<file path="src/verilog/ahb_in_macros.svh">
`ifndef AHB_IN_MACROS_SVH
`define AHB_IN_MACROS_SVH

// Bus widths of the slave port

// Address bus
`define AHB_ADDR_W 32

// HSIZE field
`define AHB_SIZE_W 3

// HPROT field
`define AHB_PROT_W 4

// HMASTER field
`define AHB_MASTER_W 4

// Beat offset for the wrap check
// Covers up to 16 beats
`define AHB_WRAP_CHK_W 4

`endif

</file>
<file path="src/verilog/ahb_in_pkg.sv">
`default_nettype none

// Bus encodings shared by the input stage blocks
package ahb_in_pkg;

  // ------------------------------------------------
  // HTRANS transfer type
  // ------------------------------------------------
  typedef enum logic [1:0]
  {
    IDLE   = 2'b00,  // No transfer
    BUSY   = 2'b01,  // Master inserting a wait in a burst
    NONSEQ = 2'b10,  // First beat or single
    SEQ    = 2'b11   // Following beats of a burst
  } htrans_t;

  // ------------------------------------------------
  // HBURST burst type
  // ------------------------------------------------
  typedef enum logic [2:0]
  {
    SINGLE = 3'b000,  // Single transfer
    INCR   = 3'b001,  // Undefined length incrementing
    WRAP4  = 3'b010,
    INCR4  = 3'b011,
    WRAP8  = 3'b100,
    INCR8  = 3'b101,
    WRAP16 = 3'b110,
    INCR16 = 3'b111
  } hburst_t;

  // ------------------------------------------------
  // HRESP response
  // ------------------------------------------------
  typedef enum logic [1:0]
  {
    OKAY  = 2'b00,  // Transfer done or still waiting
    ERROR = 2'b01   // Slave error, two-cycle response
  } hresp_t;

endpackage

`default_nettype wire

</file>
<file path="src/verilog/ahb_in_burst_fix.sv">
`default_nettype none

`include "ahb_in_macros.svh"

// Early burst termination and wrap boundary detection
module ahb_in_burst_fix
  import ahb_in_pkg::*;
(
  input  wire                    HCLK,
  input  wire                    HRESETn,
  input  wire                    load_reg,
  input  wire                    active_ip,
  input  wire                    hready_s,
  input  htrans_t                htrans_s,
  input  wire [`AHB_SIZE_W-1:0]  hsize_s,
  input  hburst_t                hburst_s,
  input  wire [`AHB_ADDR_W-1:0]  haddr_s,
  input  htrans_t                trans_int,   // From the output mux
  input  hburst_t                burst_int,
  input  htrans_t                trans_b,
  output htrans_t                trans_ip,
  output hburst_t                burst_ip
);

  logic                        burst_override;  // Burst was interrupted
  logic                        bound;           // Last beat hit wrap boundary
  logic [`AHB_WRAP_CHK_W-1:0]  offset_addr;     // Beat index in the burst
  logic [`AHB_WRAP_CHK_W-1:0]  check_addr;      // Offset padded with ones
  logic                        bound_next;

  // ------------------------------------------------
  // Burst override flag
  // ------------------------------------------------
  // A SEQ beat taken while another port owns the output stage
  // means the rest of the burst goes out as INCR
  always_ff @(posedge HCLK)
  begin
    if (!HRESETn)
      burst_override <= 1'b0;
    else if (hready_s)
    begin
      if (htrans_s == NONSEQ || htrans_s == IDLE)
        burst_override <= 1'b0;        // New burst or end of burst
      else if (htrans_s == SEQ && load_reg && !active_ip)
        burst_override <= 1'b1;
    end
  end

  // ------------------------------------------------
  // Boundary check
  // ------------------------------------------------
  always_comb
  begin
    case (hsize_s)
      3'd0:    offset_addr = haddr_s[`AHB_WRAP_CHK_W-1:0];   // Byte
      3'd1:    offset_addr = haddr_s[`AHB_WRAP_CHK_W:1];     // Halfword
      3'd2:    offset_addr = haddr_s[`AHB_WRAP_CHK_W+1:2];   // Word
      3'd3:    offset_addr = haddr_s[`AHB_WRAP_CHK_W+2:3];   // Doubleword
      default: offset_addr = haddr_s[`AHB_WRAP_CHK_W-1:0];   // Wide sizes use byte offset
    endcase
  end

  // Bits beyond the wrap length forced high
  always_comb
  begin
    check_addr = '0;                   // Incrementing bursts never wrap
    case (hburst_s)
      WRAP4:
      begin
        check_addr[1:0] = offset_addr[1:0];
        check_addr[3:2] = 2'b11;
      end
      WRAP8:
      begin
        check_addr[2:0] = offset_addr[2:0];
        check_addr[3]   = 1'b1;
      end
      WRAP16:
        check_addr = offset_addr;
      default:
        check_addr = '0;
    endcase
  end

  assign bound_next = (check_addr == {`AHB_WRAP_CHK_W{1'b1}});   // Last beat before wrap

  always_ff @(posedge HCLK)
  begin
    if (!HRESETn)
      bound <= 1'b0;
    else if (htrans_s[1] && hready_s)  // Active beats only
      bound <= bound_next;
  end

  // ------------------------------------------------
  // HTRANS and HBURST rewrite
  // ------------------------------------------------
  always_comb
  begin
    trans_ip = trans_int;
    if (burst_override && bound)
    begin
      if (trans_int == SEQ)
        trans_ip = NONSEQ;             // Wrapped address restarts
      else if (trans_int == BUSY)
        trans_ip = IDLE;
    end
  end

  assign burst_ip = (burst_override && trans_b != NONSEQ) ? INCR : burst_int;

endmodule

`default_nettype wire

</file>
<file path="src/verilog/ahb_in_hold_reg.sv">
`default_nettype none

`include "ahb_in_macros.svh"

// Holding register plus the direct/held mux toward the output stage
module ahb_in_hold_reg
  import ahb_in_pkg::*;
(
  input  wire                       HCLK,
  input  wire                       HRESETn,
  input  wire                       load_reg,       // Capture strobe
  input  wire                       pend_tran_reg,  // Held transfer pending
  input  wire                       hsel_s,
  input  wire [`AHB_ADDR_W-1:0]     haddr_s,
  input  htrans_t                   htrans_s,
  input  wire                       hwrite_s,
  input  wire [`AHB_SIZE_W-1:0]     hsize_s,
  input  hburst_t                   hburst_s,
  input  wire [`AHB_PROT_W-1:0]     hprot_s,
  input  wire [`AHB_MASTER_W-1:0]   hmaster_s,
  input  wire                       hmastlock_s,
  output logic                      sel_ip,
  output logic [`AHB_ADDR_W-1:0]    addr_ip,
  output logic                      write_ip,
  output logic [`AHB_SIZE_W-1:0]    size_ip,
  output logic [`AHB_PROT_W-1:0]    prot_ip,
  output logic [`AHB_MASTER_W-1:0]  master_ip,
  output logic                      mastlock_ip,
  output htrans_t                   trans_int,      // Before burst fix
  output hburst_t                   burst_int,      // Before burst fix
  output htrans_t                   trans_b         // For burst type decision
);

  // ------------------------------------------------
  // Holding register
  // ------------------------------------------------
  htrans_t                  reg_trans;     // Held HTRANS
  logic [`AHB_ADDR_W-1:0]   reg_addr;
  logic                     reg_write;
  logic [`AHB_SIZE_W-1:0]   reg_size;
  hburst_t                  reg_burst;
  logic [`AHB_PROT_W-1:0]   reg_prot;
  logic [`AHB_MASTER_W-1:0] reg_master;
  logic                     reg_mastlock;

  // Transfer type of the captured beat
  always_ff @(posedge HCLK)
  begin
    if (!HRESETn)
      reg_trans <= IDLE;
    else if (load_reg)
      reg_trans <= htrans_s;
  end

  // Address and control fields
  always_ff @(posedge HCLK)
  begin
    if (load_reg)
    begin
      reg_addr     <= haddr_s;
      reg_write    <= hwrite_s;
      reg_size     <= hsize_s;
      reg_burst    <= hburst_s;
      reg_prot     <= hprot_s;
      reg_master   <= hmaster_s;
      reg_mastlock <= hmastlock_s;
    end
  end

  // ------------------------------------------------
  // Output mux
  // ------------------------------------------------
  always_comb
  begin
    if (pend_tran_reg)
    begin
      sel_ip      = 1'b1;          // Held transfer always selects
      trans_int   = NONSEQ;        // Replayed as a fresh transfer
      addr_ip     = reg_addr;
      write_ip    = reg_write;
      size_ip     = reg_size;
      burst_int   = reg_burst;
      prot_ip     = reg_prot;
      master_ip   = reg_master;
      mastlock_ip = reg_mastlock;
      trans_b     = reg_trans;     // Original type of the held beat
    end
    else
    begin
      sel_ip      = hsel_s;        // Straight through
      trans_int   = htrans_s;
      addr_ip     = haddr_s;
      write_ip    = hwrite_s;
      size_ip     = hsize_s;
      burst_int   = hburst_s;
      prot_ip     = hprot_s;
      master_ip   = hmaster_s;
      mastlock_ip = hmastlock_s;
      trans_b     = htrans_s;
    end
  end

endmodule

`default_nettype wire

</file>
<file path="src/verilog/ahb_in_stage.sv">
`default_nettype none

`include "ahb_in_macros.svh"

// Input stage of one slave port on the bus matrix
module ahb_in_stage
  import ahb_in_pkg::*;
(
  input  wire                       HCLK,
  input  wire                       HRESETn,
  // Upstream address phase
  input  wire                       hsel_s,
  input  wire [`AHB_ADDR_W-1:0]     haddr_s,
  input  htrans_t                   htrans_s,
  input  wire                       hwrite_s,
  input  wire [`AHB_SIZE_W-1:0]     hsize_s,
  input  hburst_t                   hburst_s,
  input  wire [`AHB_PROT_W-1:0]     hprot_s,
  input  wire [`AHB_MASTER_W-1:0]   hmaster_s,
  input  wire                       hmastlock_s,
  input  wire                       hready_s,
  // From the output stage
  input  wire                       active_ip,
  input  wire                       readyout_ip,
  input  hresp_t                    resp_ip,
  // Response to the master
  output wire                       hreadyout_s,
  output hresp_t                    hresp_s,
  // Toward the output stage
  output wire                       sel_ip,
  output wire [`AHB_ADDR_W-1:0]     addr_ip,
  output htrans_t                   trans_ip,
  output wire                       write_ip,
  output wire [`AHB_SIZE_W-1:0]     size_ip,
  output hburst_t                   burst_ip,
  output wire [`AHB_PROT_W-1:0]     prot_ip,
  output wire [`AHB_MASTER_W-1:0]   master_ip,
  output wire                       mastlock_ip,
  output wire                       held_tran_ip
);

  wire     load_reg;
  wire     pend_tran_reg;
  htrans_t trans_int;
  hburst_t burst_int;
  htrans_t trans_b;

  ahb_in_tran_ctrl u_tran_ctrl (
    .HCLK          (HCLK),
    .HRESETn       (HRESETn),
    .hsel_s        (hsel_s),
    .htrans_s      (htrans_s),
    .hready_s      (hready_s),
    .active_ip     (active_ip),
    .readyout_ip   (readyout_ip),
    .resp_ip       (resp_ip),
    .load_reg      (load_reg),
    .pend_tran_reg (pend_tran_reg),
    .held_tran_ip  (held_tran_ip),
    .hreadyout_s   (hreadyout_s),
    .hresp_s       (hresp_s)
  );

  ahb_in_hold_reg u_hold_reg (
    .HCLK(HCLK), .HRESETn(HRESETn), .load_reg(load_reg), .pend_tran_reg(pend_tran_reg),
    .hsel_s(hsel_s), .haddr_s(haddr_s), .htrans_s(htrans_s), .hwrite_s(hwrite_s),
    .hsize_s(hsize_s), .hburst_s(hburst_s), .hprot_s(hprot_s), .hmaster_s(hmaster_s),
    .hmastlock_s(hmastlock_s), .sel_ip(sel_ip), .addr_ip(addr_ip), .write_ip(write_ip),
    .size_ip(size_ip), .prot_ip(prot_ip), .master_ip(master_ip),
    .mastlock_ip(mastlock_ip), .trans_int(trans_int), .burst_int(burst_int),
    .trans_b(trans_b)
  );

  ahb_in_burst_fix u_burst_fix (
    .HCLK(HCLK), .HRESETn(HRESETn), .load_reg(load_reg), .active_ip(active_ip),
    .hready_s(hready_s), .htrans_s(htrans_s), .hsize_s(hsize_s), .hburst_s(hburst_s),
    .haddr_s(haddr_s), .trans_int(trans_int), .burst_int(burst_int), .trans_b(trans_b),
    .trans_ip(trans_ip), .burst_ip(burst_ip)
  );

endmodule

`default_nettype wire

</file>
<file path="src/verilog/ahb_in_tran_ctrl.sv">
`default_nettype none

// Load strobe, pending flag and the response back to the master
module ahb_in_tran_ctrl
  import ahb_in_pkg::*;
(
  input  wire     HCLK,
  input  wire     HRESETn,
  input  wire     hsel_s,
  input  htrans_t htrans_s,
  input  wire     hready_s,
  input  wire     active_ip,      // Output stage is driving this port
  input  wire     readyout_ip,    // Ready from the shared slave
  input  hresp_t  resp_ip,        // Response from the shared slave
  output logic    load_reg,       // Capture this address phase
  output logic    pend_tran_reg,  // Transfer waiting in holding register
  output logic    held_tran_ip,   // Request to the arbiter
  output logic    hreadyout_s,
  output hresp_t  hresp_s
);

  logic addr_valid;   // Selected NONSEQ or SEQ
  logic data_valid;   // Data phase of a valid transfer

  // ------------------------------------------------
  // Address phase decode
  // ------------------------------------------------
  assign addr_valid = hsel_s & htrans_s[1];     // Upper bit means active
  assign load_reg   = addr_valid & hready_s;

  // Follows the address phase into the data phase
  always_ff @(posedge HCLK)
  begin
    if (!HRESETn)
      data_valid <= 1'b0;
    else if (hready_s)
      data_valid <= addr_valid;
  end

  // ------------------------------------------------
  // Pending transfer
  // ------------------------------------------------
  // Set when the output stage is busy elsewhere
  // Cleared once the held beat is accepted downstream
  always_ff @(posedge HCLK)
  begin
    if (!HRESETn)
      pend_tran_reg <= 1'b0;
    else if (load_reg && !active_ip)
      pend_tran_reg <= 1'b1;
    else if (active_ip && readyout_ip)
      pend_tran_reg <= 1'b0;
  end

  assign held_tran_ip = load_reg | pend_tran_reg;   // Live or held request

  // Response mux
  always_comb
  begin
    if (!data_valid)
    begin
      hreadyout_s = 1'b1;            // Idle, busy or not selected
      hresp_s     = OKAY;
    end
    else if (pend_tran_reg)
    begin
      hreadyout_s = 1'b0;            // Stall while held
      hresp_s     = OKAY;
    end
    else
    begin
      hreadyout_s = readyout_ip;     // From the shared slave
      hresp_s     = resp_ip;
    end
  end

endmodule

`default_nettype wire
</file>
<file path="config.mk">
export PLATFORM = sky130hd
export DESIGN_NAME = ahb_in_stage
export DESIGN_NICKNAME = d
export VERILOG_FILES = /design/src/verilog/ahb_in_pkg.sv /design/src/verilog/ahb_in_burst_fix.sv /design/src/verilog/ahb_in_hold_reg.sv /design/src/verilog/ahb_in_stage.sv /design/src/verilog/ahb_in_tran_ctrl.sv
export VERILOG_INCLUDE_DIRS = /design/src /design/src/verilog
export SDC_FILE = /design/constraint.sdc
export NUM_CORES = 1
export LEC_CHECK = 0
export BUFFER_PORTS_ARGS = -buffer_cell sky130_fd_sc_hd__clkbuf_2
export CELL_PAD_IN_SITES_DETAIL_PLACEMENT = 1
export CELL_PAD_IN_SITES_GLOBAL_PLACEMENT = 1
export CORE_MARGIN = 10
export CORE_UTILIZATION = 30
export CTS_CLUSTER_SIZE = 16
export DETAILED_ROUTE_END_ITERATION = 16
export GPL_TIMING_DRIVEN = 1
export HOLD_SLACK_MARGIN = 0.02
export PLACE_DENSITY = 0.66
export SLEW_MARGIN = 25
export SYNTH_ARGS = -nofsm -noshare
export SYNTH_HDL_FRONTEND = slang
export SYNTH_HIERARCHICAL = 1
export SYNTH_SLANG_ARGS = --single-unit
</file>
<file path="constraint.sdc">
create_clock -name HCLK -period 3.65 [get_ports HCLK]
set_clock_uncertainty 0.2 [all_clocks]
set_input_delay 0.9125 -clock HCLK [delete_from_list [all_inputs] [get_ports HCLK]]
set_output_delay 0.9125 -clock HCLK [all_outputs]
set_load 0.1 [all_outputs]
</file>
---- Word-level counts from Yosys, hierarchy flattened ----
Cells that the tools add are included.
operators by class
  eq/ne operators ......................... 12
  mux-type cells .......................... 24
  bitwise logic cells ..................... 3
  reductions and logical operators ........ 13
operators by type and width
  operator                                        number
  2-to-1 mux 32 bit                               1
  one-hot mux 4 bit (3 select lines)              2
  2-to-1 mux 2 bit                                7
  == test 3 x 2 -> 1 bit (second input constant)  3
  2-to-1 mux 1 bit                                9
  2-to-1 mux 3 bit                                3
  2-to-1 mux 4 bit                                2
  logical AND 1 bit                               7
  == test 2 bit (second input constant)           3
  == test 3 bit (second input constant)           2
  == test 4 bit (second input constant)           1
  nonzero test 2 bit                              2
  == test 3 x 1 -> 1 bit (second input constant)  1
  AND 1 bit                                       2
  == test 2 x 1 -> 1 bit (second input constant)  1
  zero test 2 bit                                 1
  inequality test 2 bit (second input constant)   1
  AND reduction 2 bit                             1
  zero test 1 bit                                 1
  logical OR 1 bit                                1
  bitwise OR 1 bit                                1
storage, ports and cells
  register bits ........................... 54
  input bits .............................. 58
  logic and storage cells ................. 64

---- Depth between registers and ports, before layout ----
  depth after elaboration ................. 6
  mapped depth ............................ 6
  gate-level depth less buffers ........... 4

---- Cells and area by module ----
The synthesis kept the hierarchy.
modules (own cells, without submodules)
  module            instances  cells an instance  area each (um^2)
  ahb_in_hold_reg   1          113                2,374.8
  ahb_in_burst_fix  1          39                 304.0
  ahb_in_tran_ctrl  1          14                 120.1

---- Least setup slack after synthesis ----
OpenSTA, ideal clock, no wires.
  kind .................................... input to output
  from .................................... in htrans_s[0]
  to ...................................... out trans_ip[0]
  arrival ................................. 3.258 ns
  slack ................................... -0.721 ns
  stages .................................. 2
  path buffers ............................ 0
  cell sequence ........................... nor2b_1 > a21boi_0
between the ends
  cells in the longest elaborated chain, start to end .. 5
RTL lines
  item                    RTL line                 text
  start: declaration      ahb_in_stage.sv:14       input htrans_t htrans_s,
  2-to-1 mux 2 bit (*)    ahb_in_hold_reg.sv:75    if (pend_tran_reg)
  == test 2 x 1 -> 1 bit  ahb_in_burst_fix.sv:105  else if (trans_int == BUSY)
  2-to-1 mux 2 bit        ahb_in_burst_fix.sv:105
  2-to-1 mux 2 bit        ahb_in_burst_fix.sv:103  if (trans_int == SEQ)
  2-to-1 mux 2 bit (*)    ahb_in_burst_fix.sv:101  if (burst_override && bound)
  end: declaration        ahb_in_stage.sv:32       output htrans_t trans_ip,
Mark *: on every way between the ends. The rest lies on a longest branch, timed or not.

---- Worst setup path in the final report ----
  from .................................... in htrans_s[1]
  to ...................................... out burst_ip[0]
between the ends
  cells in the longest elaborated chain, start to end .. 4
RTL lines
  item                   RTL line                 text
  2-to-1 mux 2 bit       ahb_in_hold_reg.sv:75
  named net trans_b[1]   ahb_in_stage.sv:46       htrans_t trans_b;
  inequality test 2 bit  ahb_in_burst_fix.sv:110  assign burst_ip = (burst_override && trans_b != NONSEQ) ? INCR : burst_int;
  logical AND 1 bit      ahb_in_burst_fix.sv:110
  2-to-1 mux 3 bit       ahb_in_burst_fix.sv:110
  end: declaration       ahb_in_stage.sv:35       output hburst_t burst_ip,
The timed path passes the listed nets, and every way through them passes these cells.

==> metrics.txt <==
Max VDD drop=0.147 mV; Cell Chain, Critical Path=clkbuf_2, mux2_4, inv_1, o21ai_0, buf_4, nand2b_1, clkbuf_2; initial antenna violation count=0; CTS max path bufs=2; worst hold path startpoint=u_tran_ctrl/data_valid; worst r2r path cells=3; Max Slew Vio Count=0; Resize count post-CTS=0; Leakage=1.52 nW; Fin Setup TNS=0 ns; sequential share of the synthesized area=55.8%; crit-path leading delay family=buffers and inverters; syn_area_per_cell=16.9 µm²; Yosys warning count=6; crit start category=input pin; # Post-CTS Setup Buffers=0; Max Freq=309 MHz; Final min period=3.23 ns; worst setup margin=0.417 ns; Fin. Hold Viols=0; Core ar.=9150 µm²; Final period util=88.6%; Slew @ Worst Pin=0.571 ns; total global routing overflow=0; vias=1793; Pwr Total=1.50 mW; critical path required time=2.54 ns; vias in the first global route=2009; GP Congestion=0.659; Post-Route WL=6950 µm; Post-Synth Simple-Gate Area=6.35%; Pre-antenna DRT Iters=4; CP max stage delay=0.46 ns; first-pass GRT wire length=10600 µm; fraction of registers with async set/reset=0%; Total GRT Usage=10.0%; Ports=113; final setup vio count=0; Min-Delay Path Class=reg -> reg; worst hold path depth=2; compound-cell area share of the yosys netlist=4.83%; Die Wd=117 µm; FF+latch count, synth=54; Biggest register=u_hold_reg/reg_addr; beginning of the worst register-to-register path=u_tran_ctrl/pend_tran_reg; status=complete, no violations; area growth from synthesis to layout=26.1%; Root Buffer=clkbuf_8; EDFF count, synth=48; pin count of the biggest net entering global routing=27; largest family of logic cells by synthesized area=multiplexers; most frequent cells after synthesis=edfxtp_1 (48), mux2_4 (47), dfxtp_1 (6), inv_1 (6); CTS sink cnt=54; Mapped Area=2800 µm²; Place WS=0.406 ns; Slew HR=62.1%; Worst Hold End=u_tran_ctrl/data_valid; Yosys cell types=34; Crit Path Max Fanout=7; mux contribution to synthesized area=27.9%; Die ar.=13600 µm²; reg-to-reg endpoint=u_tran_ctrl/pend_tran_reg; predominant post-synthesis flop cell=edfxtp_1; placed inst area=3450 µm²; post-synth top area cell=edfxtp_1; CP most frequent cell=clkbuf_2; DP HPWL=5540 µm; count leader, synth=edfxtp_1; # rows=35; dominant cells by area after synthesis=edfxtp_1 (51%), mux2_4 (25%), dfxtp_1 (4.3%); RSZ-0062 raised after global routing=no; biggest regs=u_hold_reg/reg_addr: 32 flops, u_hold_reg/reg_master: 4 flops, u_hold_reg/reg_prot: 4 flops; Syn Nets=224; nets=340; fin area=3530 µm²; Max Cap Violations=0; Hold-fix buffers, CTS=0; Buf/Inv on CP=4; critical path capture point type=output pin; Die Span Y=117 µm; CTS tree=yes; number of flip-flops in the largest register=32; CTS clk-pin slew, worst paths=0.09 ns; fraction of layout cells with a size suffix above 1=63.3%; DRT antenna net count=0; DR iter-0 viols=58; H-tree Lvls=2; TritonCTS buffer count=5; critical path class=in -> out; number of vias per cell=4.55; DR WL/cell=17.6 µm; Arr. time, crit path=2.12 ns; critical path's slowest cell=clkbuf_2; n_diodes=0; starting density of the core=30.6%; Power Density=426 nW/µm²; Mapped Cells=166; port bufs=112; Synth Area in Adders=0%; Reg2Reg Setup Slack=2.05 ns; top cell type's share of synthesized area=51.5%; post-synthesis xor/xnor area fraction=0%; Residual DRC=0; clk_lat worst skew=0.29 ns
## layout by cell type (no fill, tap or decap), types with 3 or more instances in the layout
master and count:
a21boi_0 3, buf_4 5, clkbuf_2 110, clkbuf_8 5, clkinv_1 3, dfxtp_1 5, edfxtp_1 48, inv_1 5
mux2_2 4, mux2_4 47, mux2i_1 3, nand2b_1 4, nand3_1 3, nor2b_1 4
## how the worst max path moves through the flow
stage,from,endpoint,cells after the start
after detailed placement,htrans_s[1],burst_ip[0],7
after global routing,u_tran_ctrl/pend_tran_reg,burst_ip[0],4
after global placement,htrans_s[1],burst_ip[0],7
after floorplan,htrans_s[0],trans_ip[0],2
final,htrans_s[1],burst_ip[0],7
after CTS,u_tran_ctrl/pend_tran_reg,burst_ip[0],4
## logic make-up after synthesis
family,after synthesis
muxes,54
DFF,54
and+or+nand+nor,27
AOI/OAI and AO/OA,17
buffers and inverters,14
## tightest hold or removal path, delay by kind of cell (launching register included)
kind / cells / cell delay [ns]
AOI/OAI and AO/OA: 1 / 0.07
DFF: 1 / 0.35
and+or+nand+nor: 1 / 0.07
## routing by layer
metal	track usage (%)	wire length (µm)
met4	2.97	54
met3	2.77	404
met1	10.9	2800
met2	18.6	3690
met5	0	0
## area by class of cell
cell class                 instances  area (µm²)
clock inverter                     3        11.3
tap                              111         139
fill                             966        5620
timing repair buffer             117         628
clock buffer                       5        68.8
sequential                        54        1570
multi-input combinational         98        1090
inverter                           6        22.5
## stage by stage
stage / utilization (%) / hold slack (ns) / instances
after CTS: 38.6 / 0.326 / 394
after detailed placement: 37.7 / 0.313 / 386
after global routing: 38.6 / 0.368 / 394
after floorplan: - / 0.272 / 166
final: 38.6 / 0.323 / 394
after global placement: 37.7 / 0.300 / 386
## report_power, final
group          switching, mW  leakage, nW  internal (mW)  total, mW
Clock                  0.186       0.0407          0.129      0.315
Sequential           0.00999        0.490          0.701      0.711
Combinational          0.362        0.994          0.116      0.477
(Power assumes the default switching activity.)
